**src/verilog/beam_tx_pkg.sv**
```systemverilog
package beam_tx_pkg;

    // Input and counter widths
    localparam int R_W     = 8;
    localparam int POINT_W = 13;

    // Integer delay in samples, squares need twice that
    localparam int DELAY_W = 14;
    localparam int SQ_W    = 2 * DELAY_W;

    typedef logic [R_W-1:0]     r_t;
    typedef logic [DELAY_W-1:0] delay_t;
    typedef logic [SQ_W-1:0]    sq_t;
    typedef logic [POINT_W-1:0] point_t;

    // Scanline control
    typedef enum logic [1:0] {
        IDLE,
        SEED,
        WAIT_TX
    } seed_state_t;

    // Delay search per element offset
    typedef enum logic [1:0] {
        GEN_IDLE,
        GEN_STEP,   // One N increment per cycle
        GEN_EMIT    // Delay for offset k is final
    } gen_state_t;

endpackage

```
**src/verilog/focal_seed.sv**
```systemverilog
`timescale 1ns/1ps

module focal_seed #(
    parameter int R_STEP = 1
) (
    input  logic                clk,
    input  logic                rst,
    input  logic                initiate,
    input  beam_tx_pkg::r_t     r_0,
    input  beam_tx_pkg::point_t num_points,
    input  logic                tx_done,
    output logic                seed_valid,
    output beam_tx_pkg::delay_t n0,
    output logic                done
);
    import beam_tx_pkg::*;

    // Radius can grow past r_0 by up to num_points steps
    localparam int RAD_W  = POINT_W + 1;
    localparam int PROD_W = RAD_W + 11;

    seed_state_t       state;
    point_t            point_cnt;
    point_t            num_points_q;
    logic [RAD_W-1:0]  radius;
    logic [PROD_W-1:0] prod;
    logic              last_point;

    // 1039 * r = 1024r + 16r - r, then divide by 64
    assign prod = (PROD_W'(radius) << 10) + (PROD_W'(radius) << 4) - PROD_W'(radius);
    assign n0   = prod[6 +: DELAY_W];

    assign last_point = (point_cnt == num_points_q - 1'b1);
    assign done       = (state == WAIT_TX) && tx_done && last_point;

    always_ff @(posedge clk) begin
        if (rst) begin
            state      <= IDLE;
            seed_valid <= 1'b0;
            point_cnt  <= '0;
        end else begin
            seed_valid <= 1'b0;
            case (state)
                IDLE: begin
                    if (initiate && num_points != '0) begin
                        point_cnt  <= '0;
                        seed_valid <= 1'b1;
                        state      <= SEED;
                    end
                end
                SEED: begin
                    state <= WAIT_TX;
                end
                WAIT_TX: begin
                    if (tx_done) begin
                        if (last_point) begin
                            state <= IDLE;
                        end else begin
                            point_cnt  <= point_cnt + 1'b1;
                            seed_valid <= 1'b1;
                            state      <= SEED;
                        end
                    end
                end
                default: begin
                    state <= IDLE;
                end
            endcase
        end
    end

    // Scanline operands, only loaded from IDLE so a busy initiate is dropped
    always_ff @(posedge clk) begin
        if (state == IDLE && initiate) begin
            num_points_q <= num_points;
            radius       <= RAD_W'(r_0);
        end else if (state == WAIT_TX && tx_done && !last_point) begin
            radius <= radius + RAD_W'(R_STEP);
        end
    end

    // The seed strobe and the state register stay in lockstep
    a_seed_in_seed: assert property (@(posedge clk) disable iff (rst)
        seed_valid |-> state == SEED);

endmodule

```
**src/verilog/element_delay_gen.sv**
```systemverilog
`timescale 1ns/1ps

module element_delay_gen #(
    parameter int  NUM_ELEMENTS  = 64,
    parameter int  ELEMENT_PITCH = 3,
    localparam int IDX_W         = $clog2(NUM_ELEMENTS / 2 + 1)
) (
    input  logic                clk,
    input  logic                rst,
    input  logic                seed_valid,
    input  beam_tx_pkg::delay_t n0,
    output logic                elem_valid,
    output logic [IDX_W-1:0]    elem_offset,
    output beam_tx_pkg::delay_t elem_delay,
    output logic                elem_last
);
    import beam_tx_pkg::*;

    localparam int  HALF     = NUM_ELEMENTS / 2;
    localparam sq_t PITCH_SQ = sq_t'(ELEMENT_PITCH * ELEMENT_PITCH);

    gen_state_t       state;
    delay_t           n;            // Candidate delay
    sq_t              n_sq;         // Running N squared
    sq_t              n_sq_inc;
    sq_t              seed_sq;
    sq_t              target;       // N0^2 + (k * pitch)^2
    sq_t              target_next;
    sq_t              off_inc;      // (2k + 1) * pitch^2
    logic [IDX_W-1:0] k;
    delay_t           prev_delay;   // Delay emitted for the previous offset

    assign seed_sq     = sq_t'(n0) * sq_t'(n0);
    assign n_sq_inc    = n_sq + sq_t'({n, 1'b1});   // (N+1)^2 = N^2 + 2N + 1
    assign target_next = target + off_inc;

    assign elem_valid  = (state == GEN_EMIT);
    assign elem_offset = k;
    assign elem_delay  = n;
    assign elem_last   = elem_valid && (k == IDX_W'(HALF));

    always_ff @(posedge clk) begin
        if (rst) begin
            state <= GEN_IDLE;
            k     <= '0;
        end else begin
            case (state)
                GEN_IDLE: begin
                    // Centre element needs no search
                    if (seed_valid) begin
                        k     <= '0;
                        state <= GEN_EMIT;
                    end
                end
                GEN_STEP: begin
                    if (n_sq_inc >= target) begin
                        state <= GEN_EMIT;
                    end
                end
                GEN_EMIT: begin
                    if (elem_last) begin
                        state <= GEN_IDLE;
                    end else begin
                        k <= k + 1'b1;
                        // Current N may already cover the next offset
                        if (n_sq < target_next) begin
                            state <= GEN_STEP;
                        end
                    end
                end
                default: begin
                    state <= GEN_IDLE;
                end
            endcase
        end
    end

    always_ff @(posedge clk) begin
        if (state == GEN_IDLE && seed_valid) begin
            n       <= n0;
            n_sq    <= seed_sq;
            target  <= seed_sq;
            off_inc <= PITCH_SQ;
        end else if (state == GEN_STEP) begin
            n    <= n + 1'b1;
            n_sq <= n_sq_inc;
        end else if (state == GEN_EMIT) begin
            target  <= target_next;
            off_inc <= off_inc + (PITCH_SQ << 1);
        end
    end

    always_ff @(posedge clk) begin
        if (elem_valid) begin
            prev_delay <= elem_delay;
        end
    end

    // Delays grow with distance from the centre element
    a_delay_monotonic: assert property (@(posedge clk) disable iff (rst)
        elem_valid && elem_offset != '0 |-> elem_delay >= prev_delay);

endmodule

```
**src/verilog/delay_table.sv**
```systemverilog
`timescale 1ns/1ps

module delay_table #(
    parameter int  NUM_ELEMENTS = 64,
    localparam int IDX_W        = $clog2(NUM_ELEMENTS / 2 + 1)
) (
    input  logic                                          clk,
    input  logic                                          rst,
    input  logic                                          elem_valid,
    input  logic [IDX_W-1:0]                              elem_offset,
    input  beam_tx_pkg::delay_t                           elem_delay,
    input  logic                                          elem_last,
    output logic                                          table_ready,
    output logic [NUM_ELEMENTS*beam_tx_pkg::DELAY_W-1:0]  delay_flat,
    output beam_tx_pkg::delay_t                           delay_min,
    output beam_tx_pkg::delay_t                           delay_max
);
    import beam_tx_pkg::*;

    localparam int HALF   = NUM_ELEMENTS / 2;
    localparam int ADDR_W = $clog2(NUM_ELEMENTS);

    delay_t            mem [NUM_ELEMENTS];
    logic [ADDR_W-1:0] pos_idx;
    logic [ADDR_W-1:0] neg_idx;
    logic              has_neg;

    // Centre element sits at HALF-1, one side has one more element
    assign pos_idx = ADDR_W'(HALF - 1) + ADDR_W'(elem_offset);
    assign neg_idx = ADDR_W'(HALF - 1) - ADDR_W'(elem_offset);
    assign has_neg = (elem_offset != '0) && (elem_offset < IDX_W'(HALF));

    always_ff @(posedge clk) begin
        if (elem_valid) begin
            mem[pos_idx] <= elem_delay;
            if (has_neg) begin
                mem[neg_idx] <= elem_delay;     // Mirror slot
            end
        end
    end

    // Offset 0 opens a new point
    always_ff @(posedge clk) begin
        if (elem_valid) begin
            if (elem_offset == '0) begin
                delay_min <= elem_delay;
                delay_max <= elem_delay;
            end else begin
                if (elem_delay < delay_min) begin
                    delay_min <= elem_delay;
                end
                if (elem_delay > delay_max) begin
                    delay_max <= elem_delay;
                end
            end
        end
    end

    always_ff @(posedge clk) begin
        if (rst) begin
            table_ready <= 1'b0;
        end else begin
            table_ready <= elem_valid && elem_last;
        end
    end

    for (genvar i = 0; i < NUM_ELEMENTS; i++) begin : g_flat
        assign delay_flat[i*DELAY_W +: DELAY_W] = mem[i];
    end

    a_offset_range: assert property (@(posedge clk) disable iff (rst)
        elem_valid |-> elem_offset <= IDX_W'(HALF));

endmodule

```
**src/verilog/tx_countdown.sv**
```systemverilog
`timescale 1ns/1ps

module tx_countdown #(
    parameter int NUM_ELEMENTS = 64
) (
    input  logic                                          clk,
    input  logic                                          rst,
    input  logic                                          table_ready,
    input  logic [NUM_ELEMENTS*beam_tx_pkg::DELAY_W-1:0]  delay_flat,
    input  beam_tx_pkg::delay_t                           delay_min,
    input  beam_tx_pkg::delay_t                           delay_max,
    output logic [NUM_ELEMENTS-1:0]                       tx_array,
    output logic                                          tx_done
);
    import beam_tx_pkg::*;

    logic                    running;
    delay_t                  cnt;
    delay_t                  span;      // Last count value
    delay_t                  max_q;
    logic [NUM_ELEMENTS-1:0] hit;

    // Longest delay fires first
    for (genvar i = 0; i < NUM_ELEMENTS; i++) begin : g_hit
        assign hit[i] = (cnt == max_q - delay_flat[i*DELAY_W +: DELAY_W]);
    end

    always_ff @(posedge clk) begin
        if (rst) begin
            running  <= 1'b0;
            cnt      <= '0;
            tx_array <= '0;
            tx_done  <= 1'b0;
        end else begin
            tx_array <= running ? hit : '0;
            tx_done  <= running && (cnt == span);
            if (table_ready) begin
                running <= 1'b1;
                cnt     <= '0;
            end else if (running) begin
                if (cnt == span) begin
                    running <= 1'b0;
                end else begin
                    cnt <= cnt + 1'b1;
                end
            end
        end
    end

    always_ff @(posedge clk) begin
        if (table_ready) begin
            span  <= delay_max - delay_min;
            max_q <= delay_max;
        end
    end

    // Next table only lands once the previous countdown is over and quiet
    a_quiet_when_idle: assert property (@(posedge clk) disable iff (rst)
        table_ready |-> !running && tx_array == '0);

endmodule

```
**src/verilog/beam_tx_top.sv**
```systemverilog
`timescale 1ns/1ps

module beam_tx_top #(
    parameter int  NUM_ELEMENTS  = 64,     // Even
    parameter int  ELEMENT_PITCH = 3,
    parameter int  R_STEP        = 1,
    localparam int IDX_W         = $clog2(NUM_ELEMENTS / 2 + 1)
) (
    input  logic                    clk,
    input  logic                    rst,
    input  logic                    initiate,
    input  beam_tx_pkg::r_t         r_0,
    input  beam_tx_pkg::point_t     num_points,
    output logic [NUM_ELEMENTS-1:0] tx_array,
    output logic                    done
);
    import beam_tx_pkg::*;

    logic                          seed_valid;
    delay_t                        n0;
    logic                          elem_valid;
    logic [IDX_W-1:0]              elem_offset;
    delay_t                        elem_delay;
    logic                          elem_last;
    logic                          table_ready;
    logic [NUM_ELEMENTS*DELAY_W-1:0] delay_flat;
    delay_t                        delay_min;
    delay_t                        delay_max;
    logic                          tx_done;

    focal_seed #(
        .R_STEP (R_STEP)
    ) u_seed (
        .clk        (clk),
        .rst        (rst),
        .initiate   (initiate),
        .r_0        (r_0),
        .num_points (num_points),
        .tx_done    (tx_done),
        .seed_valid (seed_valid),
        .n0         (n0),
        .done       (done)
    );

    element_delay_gen #(
        .NUM_ELEMENTS  (NUM_ELEMENTS),
        .ELEMENT_PITCH (ELEMENT_PITCH)
    ) u_gen (
        .clk         (clk),
        .rst         (rst),
        .seed_valid  (seed_valid),
        .n0          (n0),
        .elem_valid  (elem_valid),
        .elem_offset (elem_offset),
        .elem_delay  (elem_delay),
        .elem_last   (elem_last)
    );

    delay_table #(
        .NUM_ELEMENTS (NUM_ELEMENTS)
    ) u_table (
        .clk         (clk),
        .rst         (rst),
        .elem_valid  (elem_valid),
        .elem_offset (elem_offset),
        .elem_delay  (elem_delay),
        .elem_last   (elem_last),
        .table_ready (table_ready),
        .delay_flat  (delay_flat),
        .delay_min   (delay_min),
        .delay_max   (delay_max)
    );

    tx_countdown #(
        .NUM_ELEMENTS (NUM_ELEMENTS)
    ) u_countdown (
        .clk         (clk),
        .rst         (rst),
        .table_ready (table_ready),
        .delay_flat  (delay_flat),
        .delay_min   (delay_min),
        .delay_max   (delay_max),
        .tx_array    (tx_array),
        .tx_done     (tx_done)
    );

endmodule

```
**config.mk**
```make
export PLATFORM = sky130hd
export DESIGN_NAME = beam_tx_top
export DESIGN_NICKNAME = d
export VERILOG_FILES = /design/src/verilog/beam_tx_pkg.sv /design/src/verilog/focal_seed.sv /design/src/verilog/element_delay_gen.sv /design/src/verilog/delay_table.sv /design/src/verilog/tx_countdown.sv /design/src/verilog/beam_tx_top.sv
export SDC_FILE = /design/constraint.sdc
export NUM_CORES = 2
export LEC_CHECK = 0
export BUFFER_PORTS_ARGS = -buffer_cell sky130_fd_sc_hd__buf_2
export CAP_MARGIN = 0
export CORE_ASPECT_RATIO = 1.2
export CORE_MARGIN = 5
export CORE_UTILIZATION = 55
export DETAILED_ROUTE_END_ITERATION = 10
export PLACE_DENSITY = 0.69
export SLEW_MARGIN = 20
export SYNTH_ARGS = -nofsm -noshare
export SYNTH_HDL_FRONTEND = slang
export SYNTH_HIERARCHICAL = 1
export SYNTH_SLANG_ARGS = --single-unit
```
**constraint.sdc**
```tcl
create_clock -name clk -period 12.1 [get_ports clk]
set_input_delay 0.605 -clock clk [delete_from_list [all_inputs] [get_ports clk]]
set_output_delay 0.605 -clock clk [all_outputs]
set_load 0.01 [all_outputs]
```
==> reports/qor.csv <==
stage;metric;value;unit
status;status;finished, final reports clean;
logic_synthesis;sequential share of the synthesized area;34.4;%
sta;Rel. slew slack;18.4;%
logic_synthesis;Synth Net Count;11600;
routing;initial DRC count;5948;
cells_and_area;synthesis-to-finish area growth;8.47;%
sta;RSZ-0062 raised after global routing;no;
routing;Avg WL per Cell;22.2;um
placement;GPL Wtd Cong;0.894;
sta;Final Worst Setup Slack;3.14;ns
sta;Hold Fails Final Rpt;0;
logic_synthesis;synthesized area;0.0992;mm^2
power;Clk network pwr share;13.7;%
placement;worst slack, placed;3.22;ns
logic_synthesis;synth unique cells;114;
floorplan;Initial Util;55.4;%
placement;placed cell areas;0.103;mm^2
sta;final setup vio count;0;
setup_path;R2R cell count;32;
cts;# hold bufs at CTS;13;
floorplan;die width;398;um
power;total power;0.0301;W
logic_synthesis;synthesized flop and latch total;1181;
worst_hold_path;hold depth;3;
cts;root buf cell;clkbuf_16;
placement;Port-buffer cells;88;
global_route;vias in the first global route;77800;
cts;CTS tree;done;
floorplan;Die H;475;um
setup_path;Crit path depth;32;
sta;fmax;0.112;GHz
routing;drt total wl;289000;um
setup_path;crit path max fanout;17;
floorplan;Placeable Area;0.179;mm^2
power;Combinational Power Share;69.7;%
worst_hold_path;worst hold-check path type;primary input to flip-flop;
global_route;first-pass GRT wire length;440000;um
logic_synthesis;ys async rst share;0;%
sta;Slew @ Worst Pin;1.22;ns
sta;max-slew violation count;0;
routing;# DRC;0;
global_route;grt total ovfl;0;
cells_and_area;Nets;11800;
cells_and_area;Final Cell Area;0.108;mm^2
cts;clock net sink count;1181;
setup_path;Worst EP required;12.65;ns
sta;Final Cycle Share;74.1;%
power;Net Sw Frac;47.5;%
setup_path;WS Path Type;flip-flop to flip-flop;
routing;DR vias;78900;
cells_and_area;Finished Core Util;60.1;%
sta;Tmin final;8.96;ns
cts;# H-tree levels;4;
power;Pint;0.0158;W
global_route;largest net degree at the start of global routing;81;
setup_path;CP top delay family;adder cells;
placement;Final HPWL DP;186000;um
cts;clk slew on worst S/H paths;0.06;ns
routing;DRT Pass-1 Iters;6;
setup_path;Worst Path Arrival;9.51;ns
logic_synthesis;ys flop type;edfxtp_1;
setup_path;crit start category;flip-flop;
logic_synthesis;Post-Syn Area per Cell;9.61;um^2
global_route;initial antenna violation count;8;
floorplan;Die Footprint;0.189;mm^2
power;VDD IR-drop max;2670;uV
logic_synthesis;number of enable flip-flop cells after synthesis;1043;
power;Static Leak;45.4;nW
power;Net Sw Power;0.0143;W
logic_synthesis;Yosys warnings;6;
routing;via/cell ratio;6.06;
setup_path;CP max stage cell;fa_1;
setup_path;CP max stage delay;0.55;ns
global_route;GRT Util Overall;30.0;%
cts;Clock Tree Buf Depth;3;
cts;clk_lat worst skew;0.82;ns
setup_path;CP endpoint kind;flip-flop;
power;Reg power frac;16.7;%
setup_path;most used cell, CP;fa_1;
floorplan;row count;170;
cts;postcts setup bufs;0;
sta;TNS Setup;0;ns
power;pwr dens;280;mW/mm^2
floorplan;Ports;89;
setup_path;CP bufs+invs;6;
cts;CTS Buf Count;138;
sta;Final Skew;0.0466;ns
cts;# resized after CTS;0;
logic_synthesis;Synth Instances;10300;
routing;antenna-violating nets left;0;
job;Max Cap Viol;0;
cells_and_area;layout cell share with drive strength beyond 1;6.03;%
registers in the layout, summed over array words and instances, names as in the netlist:
register / flops
u_countdown/tx_array: 64
u_gen/state: 2
u_countdown/span: 14
u_countdown/running: 1
u_gen/target: 28
u_table/delay_max: 14
u_seed/radius: 14
u_seed/num_points_q: 13
u_seed/point_cnt: 13
u_countdown/tx_done: 1
u_seed/seed_valid: 1
u_gen/off_inc: 27
u_gen/n_sq: 28
u_countdown/max_q: 14
u_gen/elem_delay: 14
u_table/table_ready: 1
u_table/delay_min: 14
u_seed/state: 2
u_table/mem: 896
u_countdown/cnt: 14
u_gen/elem_offset: 6
kinds of logic after synthesis:
family	share of synthesized area (%)
AO/OA/AOI/OAI	14.0
XOR/XNOR	14.8
adder cells (fa/ha/maj)	17.6
buffers and inverters	5.63
flip-flops	34.4
multiplexers	0.645
AND/OR/NAND/NOR	13.0
metal layers:
layer / share of wire [%] / global-route usage [%] / routed length, um
met2: 47 / 51.2 / 137000
met1: 40 / 37.4 / 115000
met3: 7.7 / 4.60 / 22300
met4: 5.0 / 13.9 / 14500
met5: 0.0045 / 0 / 13
through the flow:
step	hold slack, ns	std cells
3_3_place_gp	0.475	12700
5_1_grt	0.0913	13000
6_report	0.109	13000
3_5_place_dp	0.482	12700
4_1_cts	0.0370	13000
2_1_floorplan	0.454	10300
cells in the mapped netlist (220+ instances only):
cell type	n	area, um^2
a21o_1	227	1700
a21oi_1	699	3500
edfxtp_1	1043	31300
ha_1	1097	13700
inv_1	1181	4430
nand2_1	538	2020
nand3_1	220	1100
nor2_1	490	1840
nor3_1	294	1470
o21ai_0	443	2220
xnor2_1	1151	10100
xor2_1	518	4540
path summary, 6_finish.rpt:
check | start | end | slack [ns]
max | u_seed/radius[0] | u_gen/n_sq[25] | 3.14
min | r_0[1] | u_seed/radius[1] | 0.11
max reg2reg | u_seed/radius[0] | u_gen/n_sq[25] | 3.14
min reg2reg | u_seed/point_cnt[12] | u_seed/point_cnt[12] | 0.50
area by class of cell:
cell class,count,area (um^2)
inverters,1184,4450
multi-input cells,7710,59700
diodes,3,7.51
flip-flops and latches,1181,34100
clock buffers,187,3810
repair buffers,268,1890
fillers,15200,71500
clock inverters,66,553
well taps,2408,3010
worst reg2reg max path, delay by kind of cell, from the launching register on:
| kind | cells | cell delay (ns) |
|---|---|---|
| adders and majority gates | 9 | 4.29 |
| AOI/OAI and AO/OA | 12 | 2.66 |
| buffers and inverters | 6 | 0.59 |
| and+or+nand+nor | 4 | 0.57 |
| DFF | 1 | 0.45 |
| xor gates and xnor gates | 1 | 0.18 |
layout by cell type (no fill, tap or decap), drive strengths merged, types with 47 or more instances in the layout:
master   count
or3         54
nor2b      156
nand4      139
buf        255
a2111oi     70
a21oi      702
nor4       117
nand2      538
nor2       491
clkbuf     187
a21o       227
or2         64
and2        77
fa         185
ha        1097
o211ai      61
mux2i       47
nand3      221
xnor2     1151
a211oi      47
xor2       519
o21ai      463
nor3       294
and3        68
o21a       108
edfxtp    1043
nand2b     180
inv       1193
dfxtp      138
a31oi       96
power by group through the flow:
stage                     sequential, W  combinational, W  clock [W]
after detailed placement        0.00510            0.0210          0
after global routing            0.00502            0.0233    0.00436
after global placement          0.00510            0.0206          0
final                           0.00502            0.0210    0.00411
after CTS                       0.00502            0.0211    0.00419
after floorplan                 0.00512            0.0165          0
Power figures use the tool's default switching activity.
